[config.mk]
export PLATFORM = sky130hd
export DESIGN_NAME = crypto_exec_top
export DESIGN_NICKNAME = d
export VERILOG_FILES = /design/src/hdl/crypto_pkg.sv /design/src/hdl/crypto_op_if.sv /design/src/hdl/crypto_issue.sv /design/src/hdl/crypto_regfile.sv /design/src/hdl/crypto_unit.sv /design/src/hdl/crypto_exec_top.sv
export VERILOG_INCLUDE_DIRS = /design/src /design/src/hdl
export SDC_FILE = /design/constraint.sdc
export NUM_CORES = 2
export LEC_CHECK = 0
export ABC_CLOCK_PERIOD_IN_PS = 14250
export CORE_MARGIN = 2
export CORE_UTILIZATION = 45
export CTS_CLUSTER_DIAMETER = 120
export CTS_CLUSTER_SIZE = 16
export DETAILED_ROUTE_END_ITERATION = 10
export DONT_BUFFER_PORTS = 1
export PLACE_DENSITY_LB_ADDON = 0.1
export SLEW_MARGIN = 20
export SYNTH_ARGS = -nofsm -noshare
export SYNTH_HDL_FRONTEND = slang
export SYNTH_SLANG_ARGS = --single-unit
[constraint.sdc]
create_clock -name clk_i -period 14.25 [get_ports clk_i]
set_input_delay 0 -clock clk_i [delete_from_list [all_inputs] [get_ports clk_i]]
set_output_delay 0 -clock clk_i [all_outputs]
set_load 0.05 [all_outputs]
[src/hdl/crypto_defines.svh]
`ifndef CRYPTO_DEFINES_SVH
`define CRYPTO_DEFINES_SVH

// custom-0 major opcode that carries the bit-manipulation group
`define CRY_OPCODE 7'b0001011

// funct3 operation codes
`define CRY_HMDST  3'd0
`define CRY_CNTP   3'd1
`define CRY_PKG    3'd2
`define CRY_RVRS   3'd3
`define CRY_SLADD  3'd4
`define CRY_CNTZ   3'd5

// architectural register count, x0 included
`define CRY_NUM_REGS 32

`endif

[src/hdl/crypto_pkg.sv]
`include "crypto_defines.svh"

package crypto_pkg;

   // data word for operands, results and register contents
   typedef logic [31:0] word_t;

   typedef logic [$clog2(`CRY_NUM_REGS)-1:0] reg_addr_t;

   // operation select, taken straight from funct3
   typedef logic [2:0] cry_op_t;

   typedef enum logic {
      IDLE,
      BUSY
   } issue_state_t;

endpackage

[src/hdl/crypto_op_if.sv]
`timescale 1ns/1ps

interface crypto_op_if;
   import crypto_pkg::*;

   // issue side, held constant while active is high
   logic    active;
   cry_op_t op;
   word_t   rs1_val;
   word_t   rs2_val;

   // unit side, result and ready registered and stall combinational
   word_t   result;
   logic    ready;
   logic    stall;

   modport issuer (
      output active,
      output op,
      output rs1_val,
      output rs2_val,
      input  result,
      input  ready,
      input  stall
   );

   modport unit (
      input  active,
      input  op,
      input  rs1_val,
      input  rs2_val,
      output result,
      output ready,
      output stall
   );

endinterface

[src/hdl/crypto_issue.sv]
`timescale 1ns/1ps
`include "crypto_defines.svh"

module crypto_issue (
   input  logic                  clk_i,
   input  logic                  rst_n_i,
   input  logic                  instr_valid_i,
   input  logic [31:0]           instr_i,
   input  logic                  freeze_i,
   input  crypto_pkg::word_t     rs1_data_i,
   input  crypto_pkg::word_t     rs2_data_i,
   output crypto_pkg::reg_addr_t rs1_addr_o,
   output crypto_pkg::reg_addr_t rs2_addr_o,
   output logic                  wb_en_o,
   output crypto_pkg::reg_addr_t wb_addr_o,
   output crypto_pkg::word_t     wb_data_o,
   output logic                  busy_o,
   output logic                  result_valid_o,
   output crypto_pkg::word_t     result_o,
   output crypto_pkg::reg_addr_t result_rd_o,
   output logic                  illegal_o,
   crypto_op_if.issuer           op
);
   import crypto_pkg::*;

   issue_state_t state_q;
   logic         illegal_q;
   cry_op_t      op_q;
   reg_addr_t    rd_q;
   word_t        rs1_q;
   word_t        rs2_q;
   logic         legal;
   logic         try_issue;
   logic         accept;
   logic         done;

   // only funct3 codes up to the trailing-zero count are defined
   assign legal = (instr_i[6:0] == `CRY_OPCODE) && (instr_i[31:25] == 7'd0) &&
                  (instr_i[14:12] <= `CRY_CNTZ);

   assign try_issue = instr_valid_i && (state_q == IDLE) && !freeze_i;
   assign accept    = try_issue && legal;
   assign done      = (state_q == BUSY) && op.ready && !freeze_i;

   // operands are looked up combinationally and captured on accept
   assign rs1_addr_o = instr_i[19:15];
   assign rs2_addr_o = instr_i[24:20];

   always_ff @(posedge clk_i) begin
      if (!rst_n_i) begin
         state_q   <= IDLE;
         illegal_q <= 1'b0;
      end else begin
         illegal_q <= try_issue && !legal;
         case (state_q)
            IDLE: if (accept) state_q <= BUSY;
            BUSY: if (done) state_q <= IDLE;
            default: state_q <= IDLE;
         endcase
      end
   end

   always_ff @(posedge clk_i) begin
      if (accept) begin
         op_q  <= instr_i[14:12];
         rd_q  <= instr_i[11:7];
         rs1_q <= rs1_data_i;
         rs2_q <= rs2_data_i;
      end
   end

   // leaving BUSY drops active, which clears the unit at the next edge
   assign op.active  = (state_q == BUSY);
   assign op.op      = op_q;
   assign op.rs1_val = rs1_q;
   assign op.rs2_val = rs2_q;

   assign wb_en_o        = done;
   assign wb_addr_o      = rd_q;
   assign wb_data_o      = op.result;
   assign busy_o         = (state_q == BUSY);
   assign result_valid_o = done;
   assign result_o       = op.result;
   assign result_rd_o    = rd_q;
   assign illegal_o      = illegal_q;

endmodule

[src/hdl/crypto_regfile.sv]
`timescale 1ns/1ps
`include "crypto_defines.svh"

module crypto_regfile (
   input  logic                  clk_i,
   input  logic                  rst_n_i,
   input  crypto_pkg::reg_addr_t rs1_addr_i,
   input  crypto_pkg::reg_addr_t rs2_addr_i,
   input  logic                  wb_en_i,
   input  crypto_pkg::reg_addr_t wb_addr_i,
   input  crypto_pkg::word_t     wb_data_i,
   input  logic                  load_en_i,
   input  crypto_pkg::reg_addr_t load_addr_i,
   input  crypto_pkg::word_t     load_data_i,
   output crypto_pkg::word_t     rs1_data_o,
   output crypto_pkg::word_t     rs2_data_o
);
   import crypto_pkg::*;

   word_t regs_q [`CRY_NUM_REGS];

   // writeback takes the port when both sides write in one cycle
   always_ff @(posedge clk_i) begin
      if (!rst_n_i) begin
         for (int i = 0; i < `CRY_NUM_REGS; i++) begin
            regs_q[i] <= '0;
         end
      end else if (wb_en_i && (wb_addr_i != '0)) begin
         regs_q[wb_addr_i] <= wb_data_i;
      end else if (load_en_i && (load_addr_i != '0)) begin
         regs_q[load_addr_i] <= load_data_i;
      end
   end

   assign rs1_data_o = (rs1_addr_i == '0) ? '0 : regs_q[rs1_addr_i];
   assign rs2_data_o = (rs2_addr_i == '0) ? '0 : regs_q[rs2_addr_i];

endmodule

[src/hdl/crypto_unit.sv]
`timescale 1ns/1ps
`include "crypto_defines.svh"

module crypto_unit (
   input logic       clk_i,
   input logic       rst_n_i,
   input logic       freeze_i,
   crypto_op_if.unit op
);
   import crypto_pkg::*;

   logic  phase_q;
   logic  phase_d;
   logic  ready_q;
   logic  ready_d;
   word_t result_q;
   word_t result_d;
   logic  stall_c;
   word_t cnt_src;
   word_t grp3;
   word_t grp6;

   // halving search, each step strips a run of zeros half the previous width
   function automatic word_t trailing_zeros(word_t v);
      word_t x;
      word_t n;
      x = v;
      n = '0;
      if (v == '0) begin
         n = 32'd32;
      end else begin
         for (int w = 16; w >= 1; w = w / 2) begin
            if ((x & ((32'd1 << w) - 32'd1)) == '0) begin
               n = n + word_t'(w);
               x = x >> w;
            end
         end
      end
      return n;
   endfunction

   // both bit counts share one adder tree, hamming distance counts the xor
   assign cnt_src = (op.op == `CRY_HMDST) ? (op.rs1_val ^ op.rs2_val) : op.rs1_val;

   // per-group bit counts in 3-bit fields, then folded into 6-bit fields
   assign grp3 = cnt_src - ((cnt_src >> 1) & 32'hdb6d_b6db) - ((cnt_src >> 2) & 32'h4924_9249);
   assign grp6 = (grp3 + (grp3 >> 3)) & 32'hc71c_71c7;

   always_comb begin
      result_d = result_q;
      ready_d  = ready_q;
      phase_d  = phase_q;
      stall_c  = 1'b0;
      if (op.active && !freeze_i) begin
         case (op.op)
            `CRY_HMDST, `CRY_CNTP: begin
               if (!phase_q) begin
                  result_d = grp6;
                  ready_d  = 1'b0;
                  phase_d  = 1'b1;
                  stall_c  = 1'b1;
               end else begin
                  // 64 is 1 mod 63, so this sums the 6-bit fields
                  result_d = result_q % 32'd63;
                  ready_d  = 1'b1;
                  phase_d  = 1'b0;
               end
            end
            `CRY_PKG: begin
               result_d = {op.rs2_val[15:0], op.rs1_val[15:0]};
               ready_d  = 1'b1;
            end
            `CRY_RVRS: begin
               result_d = {op.rs1_val[7:0], op.rs1_val[15:8],
                           op.rs1_val[23:16], op.rs1_val[31:24]};
               ready_d  = 1'b1;
            end
            `CRY_SLADD: begin
               result_d = (op.rs1_val << 1) + op.rs2_val;
               ready_d  = 1'b1;
            end
            `CRY_CNTZ: begin
               result_d = trailing_zeros(op.rs1_val);
               ready_d  = 1'b1;
            end
            default: begin
               result_d = result_q;
            end
         endcase
      end
   end

   // a low active wipes the unit so the next instruction starts in phase 0
   always_ff @(posedge clk_i) begin
      if (!rst_n_i || !op.active) begin
         phase_q  <= 1'b0;
         ready_q  <= 1'b0;
         result_q <= '0;
      end else begin
         phase_q  <= phase_d;
         ready_q  <= ready_d;
         result_q <= result_d;
      end
   end

   assign op.result = result_q;
   assign op.ready  = ready_q;
   assign op.stall  = stall_c;

endmodule

[src/hdl/crypto_exec_top.sv]
`timescale 1ns/1ps

module crypto_exec_top (
   input  logic                  clk_i,
   input  logic                  rst_n_i,
   input  logic                  instr_valid_i,
   input  logic [31:0]           instr_i,
   input  logic                  freeze_i,
   input  logic                  load_en_i,
   input  crypto_pkg::reg_addr_t load_addr_i,
   input  crypto_pkg::word_t     load_data_i,
   output logic                  busy_o,
   output logic                  result_valid_o,
   output crypto_pkg::word_t     result_o,
   output crypto_pkg::reg_addr_t result_rd_o,
   output logic                  illegal_o
);
   import crypto_pkg::*;

   reg_addr_t rs1_addr;
   reg_addr_t rs2_addr;
   word_t     rs1_data;
   word_t     rs2_data;
   logic      wb_en;
   reg_addr_t wb_addr;
   word_t     wb_data;

   crypto_op_if op_if ();

   crypto_issue u_issue (
      .clk_i          (clk_i),
      .rst_n_i        (rst_n_i),
      .instr_valid_i  (instr_valid_i),
      .instr_i        (instr_i),
      .freeze_i       (freeze_i),
      .rs1_data_i     (rs1_data),
      .rs2_data_i     (rs2_data),
      .rs1_addr_o     (rs1_addr),
      .rs2_addr_o     (rs2_addr),
      .wb_en_o        (wb_en),
      .wb_addr_o      (wb_addr),
      .wb_data_o      (wb_data),
      .busy_o         (busy_o),
      .result_valid_o (result_valid_o),
      .result_o       (result_o),
      .result_rd_o    (result_rd_o),
      .illegal_o      (illegal_o),
      .op             (op_if.issuer)
   );

   crypto_regfile u_regfile (
      .clk_i       (clk_i),
      .rst_n_i     (rst_n_i),
      .rs1_addr_i  (rs1_addr),
      .rs2_addr_i  (rs2_addr),
      .wb_en_i     (wb_en),
      .wb_addr_i   (wb_addr),
      .wb_data_i   (wb_data),
      .load_en_i   (load_en_i),
      .load_addr_i (load_addr_i),
      .load_data_i (load_data_i),
      .rs1_data_o  (rs1_data),
      .rs2_data_o  (rs2_data)
   );

   crypto_unit u_unit (
      .clk_i    (clk_i),
      .rst_n_i  (rst_n_i),
      .freeze_i (freeze_i),
      .op       (op_if.unit)
   );

endmodule

* Word level (Yosys, flattened, before mapping)
Memories as Yosys holds them, arrays and structs flattened. A register that Yosys moved wholly into a read port is not among the register bits.
Index checks and enable logic that the tools add are counted.
** Word-level totals
- Bits in writable memories :: 1024
- Output and inout bits :: 40
- Logic and storage cells :: 120
- Register bits :: 44
- Memories kept :: 1
** Operators by class
- Muxes and demuxes :: 57
- Reductions and logical operators :: 37
- Equality and inequality tests :: 6
- Divide/modulo/power cells :: 1
- Add/sub/neg operators :: 8
- $lt $le $gt $ge :: 1
- Bitwise operators :: 2
** Memory list
- u_regfile.regs_q :: words 32, bits a word 32, rd ports 2, clocked after memory_dff 2, wr ports 32, line crypto_regfile.sv:20 : word_t regs_q [`CRY_NUM_REGS];
** Operator list (number)
- 32-bit 2-to-1 mux :: 21
- 32-bit logical NOT :: 6
- 32-bit case mux with 5 select lines :: 1
- 32-bit OR reduction :: 2
- 15-bit 2-to-1 mux :: 4
- 32-bit by 1-bit adder with 32-bit output, second input constant :: 1
- 32-bit by 2-bit adder with 32-bit output, second input constant :: 1
- 32-bit by 29-bit adder with 32-bit output :: 1
- 32-bit by 3-bit adder with 32-bit output, second input constant :: 1
- 32-bit adder :: 1
- 32-bit by 4-bit adder with 32-bit output, second input constant :: 1
- 32-bit by 6-bit remainder unit with 32-bit output, second input constant :: 1
- 32-bit by 28-bit subtractor with 32-bit output :: 1
- 32-bit by 31-bit subtractor with 32-bit output :: 1
- 32-bit XOR :: 1
- 7-bit 2-to-1 mux :: 4
- 1-bit 2-to-1 mux :: 18
- 5-bit 2-to-1 mux :: 3
- 5-bit nonzero test :: 3
- 3-bit 2-to-1 mux :: 4
- 1-bit logical AND :: 11
- 5-bit logical NOT :: 2
- 7-bit by 4-bit == test with 1-bit output, second input constant :: 1
- 7-bit logical NOT :: 1
- 13 further kinds :: 21

* Depth between registers and ports, before layout
- Depth in word-level cells :: 24
- Mapped depth :: 69
- Depth with buffers taken out :: 59

* Cells and area by module
A second synthesis with hierarchy kept.
** Unflattened totals
- Cell total of the unflattened synthesis :: 5648
- Area, all modules :: 69233.9 sq um
** By module, submodules not included
- crypto_regfile :: cells an instance 3701, times used 1, sequential area each 30749.5 sq um, area an instance 53415.0 sq um
- crypto_unit :: cells an instance 1776, times used 1, sequential area each 680.7 sq um, area an instance 12908.6 sq um
- crypto_issue :: cells an instance 171, times used 1, sequential area each 2202.1 sq um, area an instance 2910.3 sq um

* Least setup slack after synthesis
No wires, ideal clock.
- Path kind :: reg-to-reg
- From :: register u_unit.result_q[26], in the netlist u_unit.op.result[26]
- To :: register u_unit.result_q[17], in the netlist u_unit.op.result[17]
- Slack :: -1078 ps
- Setup time :: 61 ps
- Clock period less this slack :: 15328 ps
- Stages on the path, launching flop included :: 64
- Arrival :: 15267 ps
- Path through :: dfxtp_1 -> buf_4 -> nand4_4 -> o32ai_2 -> nor2_4 -> a311oi_1 -> o21ai_1 -> or2_0 -> buf_2 -> o221a_1 -> or4_4 -> a211o_4 -> nor3_2 -> a211oi_1 -> and3_1 -> o211ai_1 -> nor2_2 -> a211oi_4 -> [28 not listed] -> nand2_1 -> xor2_1 -> ha_1 -> nand2_1 -> or3_1 -> a21oi_1 -> a211oi_1 -> nor3_1 -> nor2_1 -> xnor2_1 -> ha_1 -> nand2_1 -> a2111oi_4 -> a41oi_2 -> or3_4 -> o31a_1 -> o21ai_4 -> o221a_1
** Between the ends
- Cells in the longest elaborated chain, start to end :: 3
** RTL lines
- start, declared :: line crypto_unit.sv:16 : word_t result_q;
- start signal, assigned :: line crypto_unit.sv:102 : result_q <= result_d;
- 32-bit by 6-bit remainder unit with 32-bit output :: line crypto_unit.sv:64 : result_d = result_q % 32'd63;
- 32-bit 2-to-1 mux :: line crypto_unit.sv:57 : if (!phase_q) begin
- 32-bit case mux with 5 select lines :: line crypto_unit.sv:55 : case (op.op)
Every way passes these cells.
A chain may end at the register's enable or synchronous reset.

* Worst setup path in the final report
- From :: register u_unit.result_q[25], in the netlist u_unit.op.result[25]
- To :: register u_unit.result_q[9], in the netlist u_unit.op.result[9]
Same word-level chain as after synthesis.

==> impl_metrics.env <==
export IMPL_vias=51900
export IMPL_period_needed_ns=14.97
export IMPL_hold_path_class="in2reg"
export IMPL_setup_viol=32
export IMPL_hold_viol=1
export IMPL_port_buffers=0
export IMPL_p_per_area_mw_per_mm2=85.9
export IMPL_grtUsageTotal_pct=33.2
export IMPL_path_clk_slew_ns=0.08
export IMPL_cts_htree_levels=3
export IMPL_fin_nets=6021
export IMPL_die_area_mm2=0.152
export IMPL_root_buffer="clkbuf_16"
export IMPL_path_max_fanout=10
export IMPL_grt_first_pass_wirelength_um=364000
export IMPL_crit_type="reg2reg"
export IMPL_cp_start_kind="flip-flop"
export IMPL_numCtsBuffers=82
export IMPL_clock_fmax_ghz=0.0668
export IMPL_synthTopCellsByCount="1129 x nor2_1, 1096 x edfxtp_1, 428 x mux4_2"
export IMPL_core_area_mm2=0.148
export IMPL_arrival_ns=15.62
export IMPL_synth_area_leaders="edfxtp_1 49%, mux4_2 14%, nor2_1 6.3%"
export IMPL_final_core_util_pct=52.8
export IMPL_drtPass1Iterations=9
export IMPL_worstSetupEndpointType="flip-flop"
export IMPL_ioPinCount=114
export IMPL_dp_hpwl_um=145000
export IMPL_crit_top_cell="buf_4"
export IMPL_crit_required_ns=14.90
export IMPL_totalWireLength_um=257000
export IMPL_syn_cell_area_mm2=0.0669
export IMPL_ys_types=126
export IMPL_cpPeakStageDelay_ns=0.60
export IMPL_postSynthCellCount=5489
export IMPL_wl_per_cell_um=33.0
export IMPL_final_antenna_net_count=0
export IMPL_drcViolationCount=0
export IMPL_syn_avg_cell_area_um2=12.2
export IMPL_postLayoutCellArea_mm2=0.0780
export IMPL_power_total_mw=6.70
export IMPL_die_w_um=390
export IMPL_drt_initial_drc_count=6464
export IMPL_violations="negative hold slack, negative setup slack"
export IMPL_synth_ff_type="edfxtp_1"
export IMPL_synth_most_common_cell="nor2_1"
export IMPL_place_gp_congestion=0.883
export IMPL_p_leak_nw=27.5
export IMPL_ys_async_sr_fraction_pct=0
export IMPL_dieHeight_um=390
export IMPL_fin_skew_ns=0.0254
export IMPL_grt_pass1_vias=51200
export IMPL_grt_max_degree=315
export IMPL_grt_overflow=0
export IMPL_slew_headroom_pct=12.4
export IMPL_synth_top_area_share_pct=49.2
export IMPL_rows=141
export IMPL_status="finished, violations left"
export IMPL_slowest_stage="or4_4"
export IMPL_peakVddDrop_mv=0.0858
export IMPL_antenna_found_initial=10
export IMPL_place_area_mm2=0.0727
export IMPL_whs_ns=-0.0120
export IMPL_timing_final_ws_setup_ns=-0.722
export IMPL_clkSinkCount=1132
export IMPL_ys_ff_latch=1132
export IMPL_yosysTopAreaCell="edfxtp_1"
export IMPL_drv_slew=0
export IMPL_ys_seq_area_share_pct=50.3
export IMPL_avgViaCountPerCell=6.66
export IMPL_initial_core_util_pct=45.3
export IMPL_synth_edf_count=1096
export IMPL_cts_tree="built"
export IMPL_rsz0062_at_grt="yes"
export IMPL_worstMarginPinSlew_ns=1.31
export IMPL_clock_latency_ns=0.72
export IMPL_ys_warn_count=0
export IMPL_drive_gt1_share_pct=28.1
export IMPL_areaGrowthSynthToFinish_pct=16.6
export IMPL_period_share_pct=105
export IMPL_drv_cap=0
export IMPL_cts_buffer_depth=3
[metal layers]
layer	GRT usage, %	up-vias	share of wire, %
met5	0	-	0.036
met4	11.7	10	3.9
met3	7.30	535	11
met2	54.4	2928	47
met1	43.6	26700	38
li1	-	21700	-
[cell usage in the layout (no fill, tap or decap), types with 24 or more instances in the layout]
cell type / instances
nor2_1: 1113
edfxtp_1: 1096
buf_4: 585
mux4_2: 428
mux2i_1: 227
nand2_1: 175
a21oi_1: 173
o21ai_0: 106
mux2_2: 93
clkbuf_16: 86
nor3_1: 85
dlygate4sd3_1: 80
ha_1: 77
inv_1: 71
o22ai_1: 70
nand2_2: 67
o221ai_1: 65
nand2b_1: 62
o21a_1: 57
a221oi_1: 57
a211oi_1: 53
xnor2_1: 48
xor2_1: 47
o211ai_1: 44
nand3_1: 43
a211o_1: 37
mux2i_4: 33
conb_1: 32
fa_1: 31
a21o_1: 28
dfxtp_1: 28
nor2b_1: 24
[sequential cells by signal (all words and copies together) (netlist names)]
name,count
u_regfile.regs_q,1024
u_issue.op.rs1_val,32
u_issue.op.rs2_val,32
u_unit.op.result,32
u_issue.result_rd_o,5
u_issue.op.op,3
u_issue.busy_o,1
u_issue.illegal_o,1
u_unit.op.ready,1
u_unit.phase_q,1
[worst paths after layout]
| path | startpoint | end | slack (ns) | cells past startpoint |
|---|---|---|---|---|
| hold reg to reg | u_unit.op.ready | u_unit.op.ready | 0.51 | 2 |
| setup reg to reg | u_unit.op.result[25] | u_unit.op.result[9] | -0.72 | 65 |
| setup / recovery | u_unit.op.result[25] | u_unit.op.result[9] | -0.72 | 65 |
| hold / removal | rst_n_i | u_regfile.regs_q[29][5] | -0.01 | 1 |
[worst max-delay path, delay by kind of cell (launching register included)]
kind / cells / cell delay, ns
adders and majority gates: 2 / 0.45
and+or+nand+nor: 24 / 6.39
xor gates and xnor gates: 4 / 0.62
AOI/OAI and AO/OA: 27 / 5.33
buffers and inverters: 6 / 0.99
DFF: 1 / 0.43
muxes: 2 / 0.67
[where the power goes]
part / switching, mW / total (mW) / internal (mW)
registers: 0.0419 / 3.77 / 3.73
logic: 0.375 / 0.651 / 0.275
clock network: 1.21 / 2.29 / 1.07
total: 1.63 / 6.70 / 5.08
[metrics by stage]
step	setup WS [ns]	setup TNS, ns	std cells
3_5_place_dp	-0.971	-24.60	7503
3_3_place_gp	-0.789	-19.48	7495
4_1_cts	-0.438	-8.27	7741
5_1_grt	-1.45	-39.84	7791
6_report	-0.722	-16.45	7795
2_1_floorplan	-0.289	-3.19	5520
[cell families after synthesis]
kind of cell,share of synthesized area (%)
adder cells (fa/ha/maj),2.43
multiplexers,19.9
AND/OR/NAND/NOR,11.8
flip-flops,50.3
other,0.00560
XOR/XNOR,1.45
AO/OA/AOI/OAI,11.0
buffers and inverters,3.13
[timing repair]
| item | 4_1_cts | 5_1_grt |
|---|---|---|
| pin swaps | 62 | 34 |
| endpoints found under the setup margin | 32 | 32 |
| hold buffers | 85 | 3 |
| buffers inserted | 47 | 37 |
| resized for setup | 142 | 99 |
| endpoints found under the hold margin | 1578 | 5 |
[cell type report]
cell class | count | area (um^2)
diodes | 6 | 15.0
clock buffers | 94 | 2100
clock inverters | 12 | 189
fillers | 12500 | 69600
inverters | 73 | 274
multi-input cells | 3842 | 33300
flip-flops and latches | 1132 | 33700
well taps | 1930 | 2410
repair buffers | 706 | 6020
No activity file was read; power rests on OpenSTA's default activity.
